File: config.mk
export PLATFORM = sky130hd
export DESIGN_NAME = scoreboard_top
export DESIGN_NICKNAME = d
export VERILOG_FILES = /design/src/source/score_pkg.sv /design/src/source/button_debouncer.sv /design/src/source/score_counter.sv /design/src/source/display_controller.sv /design/src/source/seven_seg_decoder.sv /design/src/source/scoreboard_top.sv
export SDC_FILE = /design/constraint.sdc
export NUM_CORES = 1
export LEC_CHECK = 0
export CAP_MARGIN = 20
export CORE_ASPECT_RATIO = 0.7
export CORE_UTILIZATION = 60
export CTS_CLUSTER_DIAMETER = 150
export DETAILED_ROUTE_END_ITERATION = 10
export DONT_BUFFER_PORTS = 1
export PLACE_DENSITY = 0.78
export SLEW_MARGIN = 20
export SYNTH_ARGS = -nofsm -noshare
export SYNTH_HDL_FRONTEND = slang
export SYNTH_SLANG_ARGS = --single-unit
File: constraint.sdc
create_clock -name clk_1khz -period 3.8 [get_ports clk_1khz]
set_clock_uncertainty 0.05 [all_clocks]
set_input_delay 0.38 -clock clk_1khz [delete_from_list [all_inputs] [get_ports clk_1khz]]
set_output_delay 0.38 -clock clk_1khz [all_outputs]
set_load 0.01 [all_outputs]
File: src/source/score_pkg.sv
package score_pkg;

    // Digit code sent from the controller to the decoder
    typedef logic [3:0] digit_t;

    // Segment pattern, bit 0 is segment a and bit 6 is segment g
    typedef logic [6:0] seg_t;

    // Codes above the decimal digits
    localparam digit_t DIGIT_OFF = 4'd10;   // Both segments dark
    localparam digit_t DIGIT_P   = 4'd11;   // Letter P

    // Highest decimal digit
    localparam digit_t DIGIT_MAX = 4'd9;

    // Default timing at 1 kHz
    localparam int DEF_BLINK_TIME      = 500;    // 0.5 s per blink phase
    localparam int DEF_DISPLAY_TIME    = 2000;   // 2 s per score phase
    localparam int DEF_DEBOUNCE_CYCLES = 20;     // 20 ms stable level

    // Segment patterns for the decoder
    localparam seg_t SEG_0     = 7'b0111111;
    localparam seg_t SEG_1     = 7'b0000110;
    localparam seg_t SEG_2     = 7'b1011011;
    localparam seg_t SEG_3     = 7'b1001111;
    localparam seg_t SEG_4     = 7'b1100110;
    localparam seg_t SEG_5     = 7'b1101101;
    localparam seg_t SEG_6     = 7'b1111101;
    localparam seg_t SEG_7     = 7'b0000111;
    localparam seg_t SEG_8     = 7'b1111111;
    localparam seg_t SEG_9     = 7'b1101111;
    localparam seg_t SEG_P     = 7'b1110011;   // Segments a b e f g
    localparam seg_t SEG_BLANK = 7'b0000000;

endpackage

File: src/source/button_debouncer.sv
`timescale 1ns/100ps

module button_debouncer #(
    parameter int DEBOUNCE_CYCLES = score_pkg::DEF_DEBOUNCE_CYCLES
) (
    input  logic clk_1khz,
    input  logic rst_i,
    input  logic btn_i,     // Raw asynchronous button
    output logic press_o    // One pulse per accepted press
);

    localparam int CNT_W = $clog2(DEBOUNCE_CYCLES + 1);
    localparam logic [CNT_W-1:0] CNT_LAST = CNT_W'(DEBOUNCE_CYCLES - 1);

    logic             sync_ff1;
    logic             sync_ff2;
    logic             held_q;      // Last accepted level
    logic [CNT_W-1:0] stable_cnt;

    // Two flop synchronizer
    always_ff @(posedge clk_1khz) begin
        if (rst_i) begin
            sync_ff1 <= 1'b0;
            sync_ff2 <= 1'b0;
        end else begin
            sync_ff1 <= btn_i;
            sync_ff2 <= sync_ff1;
        end
    end

    // A new level is accepted only after it stays put long enough
    always_ff @(posedge clk_1khz) begin
        if (rst_i) begin
            held_q     <= 1'b0;
            stable_cnt <= '0;
            press_o    <= 1'b0;
        end else begin
            press_o <= 1'b0;
            if (sync_ff2 != held_q) begin
                if (stable_cnt == CNT_LAST) begin
                    held_q     <= sync_ff2;
                    stable_cnt <= '0;
                    press_o    <= sync_ff2;   // Pulse on the rising accept only
                end else begin
                    stable_cnt <= stable_cnt + 1'b1;
                end
            end else begin
                stable_cnt <= '0;             // Bounce restarts the count
            end
        end
    end

    // One press must never look like two
    a_single_pulse: assert property (
        @(posedge clk_1khz) disable iff (rst_i)
        press_o |=> !press_o
    );

endmodule

File: src/source/score_counter.sv
`timescale 1ns/100ps

module score_counter (
    input  logic              clk_1khz,
    input  logic              rst_i,
    input  logic              inc_i,      // Debounced press pulse
    input  logic              clear_i,    // Debounced clear pulse
    output score_pkg::digit_t tens_o,
    output score_pkg::digit_t ones_o
);

    import score_pkg::*;

    digit_t tens_q;
    digit_t ones_q;
    logic   at_max;

    assign at_max = (tens_q == DIGIT_MAX) && (ones_q == DIGIT_MAX);

    always_ff @(posedge clk_1khz) begin
        if (rst_i) begin
            tens_q <= 4'd0;
            ones_q <= 4'd0;
        end else if (clear_i) begin       // Clear wins over increment
            tens_q <= 4'd0;
            ones_q <= 4'd0;
        end else if (inc_i && !at_max) begin
            if (ones_q == DIGIT_MAX) begin
                ones_q <= 4'd0;
                tens_q <= tens_q + 4'd1;  // BCD carry
            end else begin
                ones_q <= ones_q + 4'd1;
            end
        end
    end

    assign tens_o = tens_q;
    assign ones_o = ones_q;

    // Both digits remain valid BCD across any press sequence
    a_bcd_range: assert property (
        @(posedge clk_1khz) disable iff (rst_i)
        (tens_q <= DIGIT_MAX) && (ones_q <= DIGIT_MAX)
    );

endmodule

File: src/source/display_controller.sv
`timescale 1ns/100ps

module display_controller #(
    parameter int BLINK_TIME   = score_pkg::DEF_BLINK_TIME,
    parameter int DISPLAY_TIME = score_pkg::DEF_DISPLAY_TIME
) (
    input  logic              clk_1khz,
    input  logic              rst_i,
    input  score_pkg::digit_t p1_tens_i,
    input  score_pkg::digit_t p1_ones_i,
    input  score_pkg::digit_t p2_tens_i,
    input  score_pkg::digit_t p2_ones_i,
    output score_pkg::digit_t tens_o,
    output score_pkg::digit_t ones_o
);

    import score_pkg::*;

    typedef enum logic [1:0] {
        P1_BLINK,
        P1_SHOW,
        P2_BLINK,
        P2_SHOW
    } phase_t;

    // The timer must hold the longer of the two phase lengths
    localparam int MAX_TIME = (DISPLAY_TIME > BLINK_TIME) ? DISPLAY_TIME : BLINK_TIME;
    localparam int TIMER_W  = $clog2(MAX_TIME + 1);

    localparam logic [TIMER_W-1:0] BLINK_LAST = TIMER_W'(BLINK_TIME - 1);
    localparam logic [TIMER_W-1:0] SHOW_LAST  = TIMER_W'(DISPLAY_TIME - 1);
    localparam logic [2:0]         BLINK_END  = 3'd4;   // Five sub-phases 0 to 4

    phase_t             state;
    logic [TIMER_W-1:0] timer;
    logic [2:0]         blink_cnt;
    logic               is_show;
    logic               phase_end;
    logic               blink_on;
    digit_t             next_tens;
    digit_t             next_ones;

    assign is_show   = (state == P1_SHOW) || (state == P2_SHOW);
    assign phase_end = (timer == (is_show ? SHOW_LAST : BLINK_LAST));
    assign blink_on  = ~blink_cnt[0];   // Even sub-phases show the label

    // Phase sequencing
    always_ff @(posedge clk_1khz) begin
        if (rst_i) begin
            state     <= P1_BLINK;
            timer     <= '0;
            blink_cnt <= 3'd0;
        end else if (phase_end) begin
            timer <= '0;
            case (state)
                P1_BLINK: begin
                    if (blink_cnt == BLINK_END) begin
                        blink_cnt <= 3'd0;
                        state     <= P1_SHOW;
                    end else begin
                        blink_cnt <= blink_cnt + 3'd1;
                    end
                end
                P1_SHOW: state <= P2_BLINK;
                P2_BLINK: begin
                    if (blink_cnt == BLINK_END) begin
                        blink_cnt <= 3'd0;
                        state     <= P2_SHOW;
                    end else begin
                        blink_cnt <= blink_cnt + 3'd1;
                    end
                end
                P2_SHOW: state <= P1_BLINK;
                default: state <= P1_BLINK;
            endcase
        end else begin
            timer <= timer + 1'b1;
        end
    end

    // Digit selection for the current phase
    always_comb begin
        next_tens = DIGIT_OFF;
        next_ones = DIGIT_OFF;
        case (state)
            P1_BLINK: begin
                if (blink_on) begin
                    next_tens = DIGIT_P;
                    next_ones = 4'd1;
                end
            end
            P1_SHOW: begin
                next_tens = p1_tens_i;   // Live score
                next_ones = p1_ones_i;
            end
            P2_BLINK: begin
                if (blink_on) begin
                    next_tens = DIGIT_P;
                    next_ones = 4'd2;
                end
            end
            P2_SHOW: begin
                next_tens = p2_tens_i;
                next_ones = p2_ones_i;
            end
            default: ;
        endcase
    end

    // Registered outputs, one cycle behind the phase
    always_ff @(posedge clk_1khz) begin
        if (rst_i) begin
            tens_o <= DIGIT_P;           // P1 label right after reset
            ones_o <= 4'd1;
        end else begin
            tens_o <= next_tens;
            ones_o <= next_ones;
        end
    end

    // Blink sub-phase count stays within the five allowed values
    a_blink_range: assert property (
        @(posedge clk_1khz) disable iff (rst_i)
        blink_cnt <= BLINK_END
    );

endmodule

File: src/source/seven_seg_decoder.sv
`timescale 1ns/100ps

module seven_seg_decoder (
    input  logic              clk_1khz,
    input  logic              rst_i,
    input  score_pkg::digit_t tens_i,
    input  score_pkg::digit_t ones_i,
    output score_pkg::seg_t   seg_tens_o,   // Active high, a in bit 0
    output score_pkg::seg_t   seg_ones_o
);

    import score_pkg::*;

    function automatic seg_t seg_lookup(input digit_t code);
        seg_t seg;
        case (code)
            4'd0:    seg = SEG_0;
            4'd1:    seg = SEG_1;
            4'd2:    seg = SEG_2;
            4'd3:    seg = SEG_3;
            4'd4:    seg = SEG_4;
            4'd5:    seg = SEG_5;
            4'd6:    seg = SEG_6;
            4'd7:    seg = SEG_7;
            4'd8:    seg = SEG_8;
            4'd9:    seg = SEG_9;
            DIGIT_P: seg = SEG_P;
            default: seg = SEG_BLANK;   // DIGIT_OFF and unused codes
        endcase
        return seg;
    endfunction

    always_ff @(posedge clk_1khz) begin
        if (rst_i) begin
            seg_tens_o <= SEG_BLANK;
            seg_ones_o <= SEG_BLANK;
        end else begin
            seg_tens_o <= seg_lookup(tens_i);
            seg_ones_o <= seg_lookup(ones_i);
        end
    end

    // The controller only ever produces digits, blank or P
    a_code_range: assert property (
        @(posedge clk_1khz) disable iff (rst_i)
        (tens_i <= DIGIT_P) && (ones_i <= DIGIT_P)
    );

endmodule

File: src/source/scoreboard_top.sv
`timescale 1ns/100ps

module scoreboard_top #(
    parameter int BLINK_TIME      = score_pkg::DEF_BLINK_TIME,
    parameter int DISPLAY_TIME    = score_pkg::DEF_DISPLAY_TIME,
    parameter int DEBOUNCE_CYCLES = score_pkg::DEF_DEBOUNCE_CYCLES
) (
    input  logic            clk_1khz,
    input  logic            rst_i,
    input  logic            p1_btn_i,
    input  logic            p2_btn_i,
    input  logic            clear_btn_i,
    output score_pkg::seg_t seg_tens_o,
    output score_pkg::seg_t seg_ones_o
);

    import score_pkg::*;

    logic   p1_press;
    logic   p2_press;
    logic   clear_press;
    digit_t p1_tens;
    digit_t p1_ones;
    digit_t p2_tens;
    digit_t p2_ones;
    digit_t disp_tens;   // Controller to decoder
    digit_t disp_ones;

    button_debouncer #(.DEBOUNCE_CYCLES(DEBOUNCE_CYCLES)) p1_deb_i (
        .clk_1khz(clk_1khz), .rst_i(rst_i), .btn_i(p1_btn_i), .press_o(p1_press)
    );

    button_debouncer #(.DEBOUNCE_CYCLES(DEBOUNCE_CYCLES)) p2_deb_i (
        .clk_1khz(clk_1khz), .rst_i(rst_i), .btn_i(p2_btn_i), .press_o(p2_press)
    );

    button_debouncer #(.DEBOUNCE_CYCLES(DEBOUNCE_CYCLES)) clear_deb_i (
        .clk_1khz(clk_1khz), .rst_i(rst_i), .btn_i(clear_btn_i), .press_o(clear_press)
    );

    score_counter p1_score_i (
        .clk_1khz(clk_1khz), .rst_i(rst_i), .inc_i(p1_press), .clear_i(clear_press),
        .tens_o(p1_tens), .ones_o(p1_ones)
    );

    score_counter p2_score_i (
        .clk_1khz(clk_1khz), .rst_i(rst_i), .inc_i(p2_press), .clear_i(clear_press),
        .tens_o(p2_tens), .ones_o(p2_ones)
    );

    display_controller #(
        .BLINK_TIME  (BLINK_TIME),
        .DISPLAY_TIME(DISPLAY_TIME)
    ) ctrl_i (
        .clk_1khz (clk_1khz),
        .rst_i    (rst_i),
        .p1_tens_i(p1_tens),
        .p1_ones_i(p1_ones),
        .p2_tens_i(p2_tens),
        .p2_ones_i(p2_ones),
        .tens_o   (disp_tens),
        .ones_o   (disp_ones)
    );

    seven_seg_decoder dec_i (
        .clk_1khz  (clk_1khz),
        .rst_i     (rst_i),
        .tens_i    (disp_tens),
        .ones_i    (disp_ones),
        .seg_tens_o(seg_tens_o),
        .seg_ones_o(seg_ones_o)
    );

endmodule

# ---- Yosys cells after proc, flatten, opt, wreduce, memory -nomap -nowiden
# Memory sizes are Yosys's and may differ from the RTL's. A register that Yosys moved wholly into a read port is not among the register bits.
# Index checks and enable logic that the tools add are counted.
dict set report word_totals {
  ff_bits 67
  mem_bits_ro 224
  input_bits 5
  out_inout_bits 14
  wordCells 94
  memories 2
}
dict set report classes {
  add_sub_neg 9
  eq_ne 17
  mux 12
  bitwise_logic 6
  reduce_logical 24
}
# memory depth word_bits read_ports rd_clocked_by_memory_dff write_ports line
set memory_table {}
lappend memory_table {{(name not given)} 16 7 1 1 0 seven_seg_decoder.sv:16} ;# case (code)
lappend memory_table {{(name not given)} 16 7 1 1 0 seven_seg_decoder.sv:16}
# cell count
set ops {}
lappend ops {{$reduce_or 3->1} 6}
lappend ops {{$add 4x1->4 const B} 4}
lappend ops {{$eq 4x4->1 const B} 4}
lappend ops {{$mux 4} 4}
lappend ops {{$pmux 4 s4} 1}
lappend ops {{$add 5x1->5 const B} 3}
lappend ops {{$eq 5x5->1 const B} 3}
lappend ops {{$pmux 4 s3} 1}
lappend ops {{$reduce_and 2->1} 6}
lappend ops {{$add 11x1->11 const B} 1}
lappend ops {{$eq 11x11->1} 1}
lappend ops {{$mux 11} 1}
lappend ops {{$pmux 2 s4} 1}
lappend ops {{$not 1->1} 6}
lappend ops {{$reduce_or 2->1} 3}
lappend ops {{$eq 2x2->1 const B} 2}
lappend ops {{$logic_and 1x1->1} 4}
lappend ops {{$mux 2} 2}
lappend ops {{$ne 2x1->1 const B} 2}
lappend ops {{$add 3x1->3 const B} 1}
lappend ops {{$eq 3x3->1 const B} 1}
lappend ops {{$mux 3} 1}
lappend ops {{$ne 1x1->1} 3}
lappend ops {{$reduce_and 3->1} 1}
lappend ops {{other kinds (5)} 6}

# ---- Depth between registers and ports, before layout
# Gate-level depths: netlist of run 1.
dict set report depth {
  ltp_word 5
  mapped_depth 7
}

# ---- Hierarchy
# From an unflattened synthesis of run 1, not the netlist that was laid out.
dict set report unflattened {
  hier_cells 410
  area_unflattened_um2 3828.7
}
# mod n_inst cells_each area_per_inst_um2
set modules_own_cells {}
lappend modules_own_cells {display_controller 1 134 1183.6}
lappend modules_own_cells {button_debouncer 3 33 366.6}
lappend modules_own_cells {score_counter 2 47 405.4}
lappend modules_own_cells {seven_seg_decoder 1 83 734.5}

# ---- Least setup slack after synthesis of run 1
# Ideal clock, no wire load.
dict set report synth_path {
  kind {reg-to-reg}
  startpoint {reg ctrl_i.state[0]}
  endpoint {reg ctrl_i.timer[10]}
  setup_time_ps 64
  arrival_time_ps 1717
  t_required_ps 3686
  path_slack_ps 1969
  path_stages_with_launch 8
  n_path_buf 2
  synth_period_minus_slack_ps 1831
  path_cell_list {dfxtp_1 -> ha_1 -> buf_2 -> nor2_1 -> mux2_2 -> a21o_2 -> buf_4 -> nor2_1}
}
dict set report synth_between {
  elab_chain_cells 5
  elab_cells_between_ends 6
  cone_classes {3 x eq/ne; 1 x mux; 2 x reduce/logical}
}
# element line
set synth_lines {}
lappend synth_lines {{start: declaration} display_controller.sv:34} ;# phase_t state;
lappend synth_lines {{start signal: assignment} display_controller.sv:50} ;# state <= P1_BLINK;
lappend synth_lines {{start signal: assignment} display_controller.sv:59} ;# state <= P1_SHOW;
lappend synth_lines {{start signal: assignment} display_controller.sv:64} ;# P1_SHOW: state <= P2_BLINK;
lappend synth_lines {{$eq 2x1->1 / $eq 2x2->1 (equally long branches)} display_controller.sv:43} ;# assign is_show = (state == P1_SHOW) || (state == P2_SHOW);
lappend synth_lines {{$logic_or 1x1->1 *} display_controller.sv:43}
lappend synth_lines {{$mux 11 *} display_controller.sv:44} ;# assign phase_end = (timer == (is_show ? SHOW_LAST : BLINK_LAST));
lappend synth_lines {{$eq 11x11->1 *} display_controller.sv:44}
lappend synth_lines {{$reduce_or 2->1 (no source line) *} --}
lappend synth_lines {{end signal: assignment} display_controller.sv:77} ;# timer <= timer + 1'b1;
lappend synth_lines {{end: declaration} display_controller.sv:35} ;# logic [TIMER_W-1:0] timer;
# Every way passes the cells marked *; elsewhere a longest branch is shown, timed or not.
# A chain may end at the register's enable or synchronous reset.

# ---- Worst setup path after layout of run 1
dict set report layout_path {
  startpoint {reg ctrl_i.state[0]}
  endpoint {reg ctrl_i.state[0]}
}
dict set report layout_between {
  elab_chain_cells 5
  elab_cells_between_ends 11
  cone_classes {6 x eq/ne; 2 x mux; 3 x reduce/logical}
}
# element line
set layout_lines {}
lappend layout_lines {{$eq 2x1->1 / $eq 2x2->1 (equally long branches)} {display_controller.sv:43, display_controller.sv:55}}
lappend layout_lines {{$logic_or 1x1->1} display_controller.sv:43}
lappend layout_lines {{$mux 11} display_controller.sv:44}
lappend layout_lines {{$eq 11x11->1} display_controller.sv:44}
lappend layout_lines {{$reduce_and 3->1 (no source line)} --}
# Several ways; a longest one is shown, not always the timed one.

==> impl_metrics.env, run 1 <==
export IMPL_status="finished clean"
export IMPL_wl_per_cell_um=12.9
export IMPL_critical_path_top_delay_family="compound AO/OA/AOI/OAI gates"
export IMPL_vdd_ir_drop_max_v=0.000247
export IMPL_ys_seq_area_share_pct=44.8
export IMPL_crit_fanout=11
export IMPL_relSlewSlack_pct=61.6
export IMPL_total_power_mw=1.51
export IMPL_synth_distinct_cells=48
export IMPL_worstPathRequired_ns=4.00
export IMPL_dpl_hpwl_mm=4.38
export IMPL_cp_start_kind="flop"
export IMPL_regToRegEndpoint="ctrl_i.state[0]$_SDFFE_PP0P_"
export IMPL_rsz0062_at_grt="no"
export IMPL_crit_path_max_incr_delay_ns=0.61
export IMPL_crit_type="reg2reg"
export IMPL_p_int_mw=1.20
export IMPL_crit_arrival_ns=2.25
export IMPL_die_area_um2=6350
export IMPL_p_sw_mw=0.303
export IMPL_max_freq_ghz=0.487
export IMPL_rows=23
export IMPL_slowest_stage="or4_4"
export IMPL_core_area_um2=5760
export IMPL_rr_startpoint="ctrl_i.state[0]$_SDFFE_PP0P_"
export IMPL_syn_num_nets=432
export IMPL_hold_end="p2_deb_i.sync_ff1$_SDFF_PP0_"
export IMPL_layoutNonFillerInstCount=480
export IMPL_r2r_slack_ns=1.75
export IMPL_fp_dieH_um=67.0
export IMPL_syn_area_um2=3620
export IMPL_antenna_left=0
export IMPL_setup_tns_ns=0
export IMPL_nets=431
export IMPL_hp_start="rst_i"
export IMPL_clk_pin_slew_ns=0.08
export IMPL_multi_input_area_um2=1860
export IMPL_grt_antenna_before_repair=0
export IMPL_synth_flop_cell="dfxtp_1"
export IMPL_layout_area_overhead_vs_synth_pct=6.57
export IMPL_grt_use_total_pct=21.8
export IMPL_cts_tree="done"
export IMPL_first_pass_iters=4
export IMPL_drt_vias_per_instance=5.55
export IMPL_switching_share_pct=20.2
export IMPL_dp_cells=465
export IMPL_power_density_nw_per_um2=391
export IMPL_drive_gt1_share_pct=6.67
export IMPL_power_frac_comb_pct=1.3
export IMPL_cts_num_sinks=81
export IMPL_setup_violations=0
export IMPL_drtIter0Drc=135
export IMPL_synth_edf_count=0
export IMPL_cts_made_buffers=9
export IMPL_drv_slew=0
export IMPL_syn_inst=402
export IMPL_endpoint_kind="flop"
export IMPL_avgSynthCellArea_um2=8.99
export IMPL_clk_latency_ns=0.35
export IMPL_p_leak_nw=1.53
export IMPL_routed_wl_mm=6.17
export IMPL_grt_max_degree=45
export IMPL_finalCritPeriodShare_pct=54.0
export IMPL_root_buffer="clkbuf_8"
export IMPL_numPortBuffers=0
export IMPL_critical_path_cell_chain="ha_1, or4_4, a21oi_4, a41oi_1, a311oi_1"
export IMPL_timing_final_ws_setup_ns=1.75
export IMPL_synth_top_area_cell="dfxtp_1"
export IMPL_synth_top_area_share_pct=44.8
export IMPL_finalCriticalPeriod_ns=2.05
export IMPL_num_vias=2662
export IMPL_ctsHoldBuffers=0
export IMPL_seqCellArea_um2=1620
export IMPL_yosysWarnings=0
export IMPL_crit_buf_inv=0
export IMPL_clockBufferDepth=2
export IMPL_clkPwrFrac_pct=41.0
export IMPL_dieWidth_um=94.8
export IMPL_cts_setup_buffers=0
export IMPL_yosys_top_cells_area="dfxtp_1 45%, ha_1 8.7%, nor2_1 8.2%, xor2_1 5.1%, a21oi_1 3.0%"
export IMPL_gp_congestion=0.873
export IMPL_top_level_ports=19
export IMPL_hold_depth=1
export IMPL_synth_most_common_cell="dfxtp_1"
export IMPL_n_antenna_cell=0
export IMPL_place_ws_ns=1.75
export IMPL_initial_core_util_pct=62.8
export IMPL_grt_ovfl_total=0
export IMPL_p_seq_share_pct=57.6
export IMPL_async_flop_share_pct=0
export IMPL_r2r_cells=5
export IMPL_grt_pass1_wl_mm=10.7
export IMPL_fill_cells=484
export IMPL_htree_levels=3
export IMPL_first_global_vias=2462
export IMPL_max_slew_worst_pin_slew_ns=0.568
export IMPL_cts_resized=0
export IMPL_synthTopCellsByCount="81 x dfxtp_1, 79 x nor2_1, 25 x ha_1"
export IMPL_synth_seq_cells=81
export IMPL_hold_viol=0
export IMPL_maxCapViolCount=0
export IMPL_drc_errors=0
export IMPL_hold_class="in2reg"
export IMPL_holdWs_ns=0.0419
-- registers in the layout, summed over array words and instances, names as in the netlist, 2 cells and up --
name,count
ctrl_i.state,2
p1_score_i.tens_o,4
dec_i.seg_ones_o,7
p2_deb_i.stable_cnt,5
p1_deb_i.stable_cnt,5
p2_score_i.tens_o,4
clear_deb_i.stable_cnt,5
ctrl_i.ones_o,4
p2_score_i.ones_o,4
dec_i.seg_tens_o,7
ctrl_i.timer,11
ctrl_i.tens_o,4
ctrl_i.blink_cnt,3
p1_score_i.ones_o,4
-- per-layer routing --
layer | up-vias | track usage, % | part of all wire [%]
li1 | 1359 | - | -
met1 | 1247 | 28.3 | 51
met2 | 47 | 33.1 | 43
met3 | 9 | 8.22 | 4.4
met4 | 0 | 7.58 | 1.3
met5 | - | 0 | 0
-- worst max path at each step --
stage                                  from                           end  slack (ns)  cells past startpoint
5_1_grt        ctrl_i.state[0]$_SDFFE_PP0P_  ctrl_i.state[0]$_SDFFE_PP0P_        1.59                      5
2_1_floorplan  ctrl_i.state[0]$_SDFFE_PP0P_   ctrl_i.timer[10]$_SDFF_PP0_        1.97                      7
4_1_cts        ctrl_i.state[0]$_SDFFE_PP0P_  ctrl_i.state[0]$_SDFFE_PP0P_        1.74                      5
3_3_place_gp   ctrl_i.state[0]$_SDFFE_PP0P_    ctrl_i.timer[5]$_SDFF_PP0_        1.82                      5
6_report       ctrl_i.state[0]$_SDFFE_PP0P_  ctrl_i.state[0]$_SDFFE_PP0P_        1.75                      5
3_5_place_dp   ctrl_i.state[0]$_SDFFE_PP0P_  ctrl_i.state[0]$_SDFFE_PP0P_        1.75                      5
-- cells by family (layout without fill, tap and decap cells) --
group | count (synthesis) | after routing | share of synthesized area, %
adder cells (fa/ha/maj) | 25 | 25 | 8.65
flip-flops | 81 | 81 | 44.8
multiplexers | 7 | 7 | 2.04
buffers and inverters | 33 | 36 | 3.60
AO/OA/AOI/OAI | 62 | 62 | 10.9
XOR/XNOR | 30 | 30 | 7.27
AND/OR/NAND/NOR | 164 | 164 | 22.7
-- stage by stage --
stage / area [um2] / utilization (%)
finish: 3850 / 67.0
global route: 3850 / 67.0
CTS: 3850 / 67.0
detailed placement: 3660 / 63.6
global placement: 3660 / 63.6
floorplan: 3620 / -
-- final cells by class --
cell class                 instances  area share (%)
sequential                        81            42.1
clock inverter                     3            1.04
inverter                          21            2.05
multi-input combinational        288            48.4
clock buffer                      12            4.03
tap                               75            2.44
-- placed cells by master (no fill, tap or decap), types with 11 or more instances in the layout --
master	synthesis	layout
clkbuf_8	0	11
inv_1	21	21
nand3_1	13	13
xor2_1	21	21
a21oi_1	22	22
nand2_1	11	11
nand4_1	11	11
dfxtp_1	81	81
ha_1	25	25
nor2_1	79	79
o21ai_0	14	14
-- power groups by stage --
| stage | sequential [mW] | clock, mW | combinational, mW |
|---|---|---|---|
| global placement | 0.887 | 0 | 0.0197 |
| floorplan | 0.886 | 0 | 0.0228 |
| global route | 0.869 | 0.671 | 0.0232 |
| detailed placement | 0.888 | 0 | 0.0204 |
| finish | 0.868 | 0.618 | 0.0200 |
| CTS | 0.868 | 0.634 | 0.0204 |
Power figures use the tool's default switching activity.
==> run 2: changes to the inputs <==
- ABC_AREA: not set -> 1
- CORE_UTILIZATION: 60 -> 57
- PLACE_DENSITY: 0.78 -> 0.77
- clock period: 3.8 -> 1.8 ns (I/O delays scaled with it)
==> run 2 against run 1 <==
  * Global-route usage shrank 0.60 points
  * Sequential power grew 110%
  * Flip-flop and latch count is the same
  * The flow now finishes with violations (DRC)
  * Synthesized area grew 2.0%
==> impl_metrics.env, run 2 <==
export IMPL_crit_buf_inv=3
export IMPL_crit_type="reg2reg"
export IMPL_finalCritPeriodShare_pct=93.2
export IMPL_core_area_um2=6250
export IMPL_syn_area_um2=3690
export IMPL_htree_levels=3
export IMPL_numPortBuffers=0
export IMPL_top_register="ctrl_i.timer"
export IMPL_gp_congestion=0.827
export IMPL_cts_made_buffers=9
export IMPL_initial_core_util_pct=59.1
export IMPL_root_buffer="clkbuf_8"
export IMPL_largest_reg_flops=11
export IMPL_cts_setup_buffers=0
export IMPL_synthTopCellsByCount="81 x dfxtp_1, 74 x nand2_1, 67 x nor2_1"
export IMPL_drc_errors=4
export IMPL_endpoint_kind="flop"
export IMPL_cts_num_sinks=81
export IMPL_relSlewSlack_pct=81.0
export IMPL_violations="DRC"
export IMPL_max_slew_worst_pin_slew_ns=0.284
export IMPL_p_leak_nw=1.75
export IMPL_worstPathRequired_ns=2.05
export IMPL_crit_arrival_ns=1.92
export IMPL_power_density_nw_per_um2=882
export IMPL_first_pass_iters=8
export IMPL_antenna_left=0
export IMPL_multi_input_area_um2=1790
export IMPL_dpl_hpwl_mm=4.49
export IMPL_routed_wl_mm=6.38
export IMPL_num_vias=2837
export IMPL_synth_most_common_cell="dfxtp_1"
export IMPL_synth_top_area_cell="dfxtp_1"
export IMPL_layout_area_overhead_vs_synth_pct=11.0
export IMPL_critical_path_top_delay_family="simple AND/OR/NAND/NOR gates"
export IMPL_grt_antenna_before_repair=0
export IMPL_crit_path_max_incr_delay_ns=0.37
export IMPL_hold_class="in2reg"
export IMPL_drtIter0Drc=110
export IMPL_vdd_ir_drop_max_v=0.000455
export IMPL_ctsHoldBuffers=4
export IMPL_drt_vias_per_instance=5.09
export IMPL_nets=504
export IMPL_final_cell_mix="81 x dfxtp_1, 74 x nand2_1, 67 x nor2_1"
export IMPL_first_global_vias=2704
export IMPL_clk_latency_ns=0.35
export IMPL_dieWidth_um=98.2
export IMPL_grt_max_degree=32
export IMPL_grt_ovfl_total=0
export IMPL_synth_edf_count=0
export IMPL_syn_num_nets=495
export IMPL_synth_distinct_cells=46
export IMPL_synth_top_area_share_pct=44.0
export IMPL_setup_violations=0
export IMPL_cts_tree="done"
export IMPL_hold_viol=0
export IMPL_clk_pin_slew_ns=0.08
export IMPL_syn_inst=465
export IMPL_fp_dieH_um=69.3
export IMPL_reg_top3="ctrl_i.timer x11, dec_i.seg_ones_o x7, dec_i.seg_tens_o x7"
export IMPL_yosys_top_cells_area="dfxtp_1 44%, ha_1 8.5%, nand2_1 7.5%, nor2_1 6.8%, inv_1 5.4%"
export IMPL_die_area_um2=6800
export IMPL_rows=24
export IMPL_n_antenna_cell=0
export IMPL_drive_gt1_share_pct=9.81
export IMPL_status="finished, violations left"
export IMPL_slowest_stage="dfxtp_1"
export IMPL_avgSynthCellArea_um2=7.93
export IMPL_yosysWarnings=0
export IMPL_synth_flop_cell="dfxtp_1"
export IMPL_ys_seq_area_share_pct=44.0
export IMPL_top_level_ports=19
export IMPL_rsz0062_at_grt="no"
export IMPL_fill_cells=532
export IMPL_critical_path_cell_chain="inv_1, ha_1, inv_2, nand2_2, nand2_1, nand3_4, nor2_8, nand3_1, nand2_1, inv_1, nor2_1"
export IMPL_mostFrequentLayoutCell="dfxtp_1"
export IMPL_grt_pass1_wl_mm=11.6
export IMPL_grt_use_total_pct=21.2
export IMPL_clockBufferDepth=2
export IMPL_finalCriticalPeriod_ns=1.68
export IMPL_async_flop_share_pct=0
export IMPL_max_freq_ghz=0.596
export IMPL_timing_final_ws_setup_ns=0.122
export IMPL_crit_fanout=6
export IMPL_wl_per_cell_um=11.5
export IMPL_cp_start_kind="flop"
export IMPL_cts_resized=0
export IMPL_synth_seq_cells=81
export IMPL_drv_slew=0
export IMPL_setup_tns_ns=0
export IMPL_maxCapViolCount=0
export IMPL_place_ws_ns=0.137
export IMPL_seqCellArea_um2=1620
-- run 2: changes by cell type after synthesis, sizes merged, moves of 8 or more --
cell,delta
nand2b,-8
nand4,-8
a21oi,+17
nand3,+16
nor2b,-8
inv,+39
nand2,+69
-- run 2: tightest hold or removal path: cells and delay by family --
family	cells	cell delay [ns]
simple gates	3	0.21
-- run 2: path summary, 6_finish.rpt --
check | cells after the start | from | end | slack [ns]
setup / recovery | 11 | ctrl_i.state[1]$_SDFFE_PP0P_ | ctrl_i.blink_cnt[2]$_SDFFE_PP0P_ | 0.12
setup reg to reg | 11 | ctrl_i.state[1]$_SDFFE_PP0P_ | ctrl_i.blink_cnt[2]$_SDFFE_PP0P_ | 0.12
hold reg to reg | 2 | clear_deb_i.sync_ff1$_SDFF_PP0_ | clear_deb_i.sync_ff2$_SDFF_PP0_ | 0.35
hold / removal | 3 | rst_i | p2_deb_i.stable_cnt[1]$_SDFF_PP0_ | 0.03
-- run 2: where the power goes --
part | internal [mW] | total [mW] | switching, mW
Clock | 1.06 | 1.71 | 0.643
Sequential | 1.81 | 1.83 | 0.0160
Combinational | 0.0321 | 0.0769 | 0.0448
-- run 2: per-stage QoR --
| stage | hold WS, ns | std cells | total power [mW] | instance area (um2) | utilization, % |
|---|---|---|---|---|---|
| 3_3_place_gp | 0.203 | 537 | 1.93 | 3780 | 60.5 |
| 2_1_floorplan | 0.237 | 465 | 1.92 | 3690 | - |
| 5_1_grt | 0.0249 | 557 | 3.76 | 4100 | 65.6 |
| 4_1_cts | 0.0100 | 557 | 3.65 | 4100 | 65.6 |
| 6_report | 0.0280 | 557 | 3.61 | 4100 | 65.6 |
| 3_5_place_dp | 0.206 | 537 | 1.93 | 3780 | 60.5 |
-- run 2: cell type report --
class                           count  share of cell area (%)
Timing Repair Buffer                8                    2.26
Inverter                           61                    5.59
Clock buffer                        9                    3.02
Multi-Input combinational cell    313                    43.7
Sequential cell                    81                    39.6
Tap cell                           78                    2.38
Clock inverter                      7                    3.48
-- run 2: cells by family (layout without fill, tap and decap cells) --
kind of cell	count (synthesis)	in the layout	synth area share (%)
buffers and inverters	71	85	7.56
adders and majority gates	25	25	8.48
xor gates and xnor gates	17	17	4.04
DFF	81	81	44.0
AOI/OAI and AO/OA	73	73	11.4
and+or+nand+nor	198	198	24.6
-- run 2: layer usage --
metal / track usage (%) / vias up / part of all wire (%)
met5: 0 / - / 0
met4: 6.63 / 0 / 1.1
met3: 6.96 / 5 / 3.2
met2: 35.7 / 47 / 47
met1: 25.8 / 1288 / 49
li1: - / 1497 / -
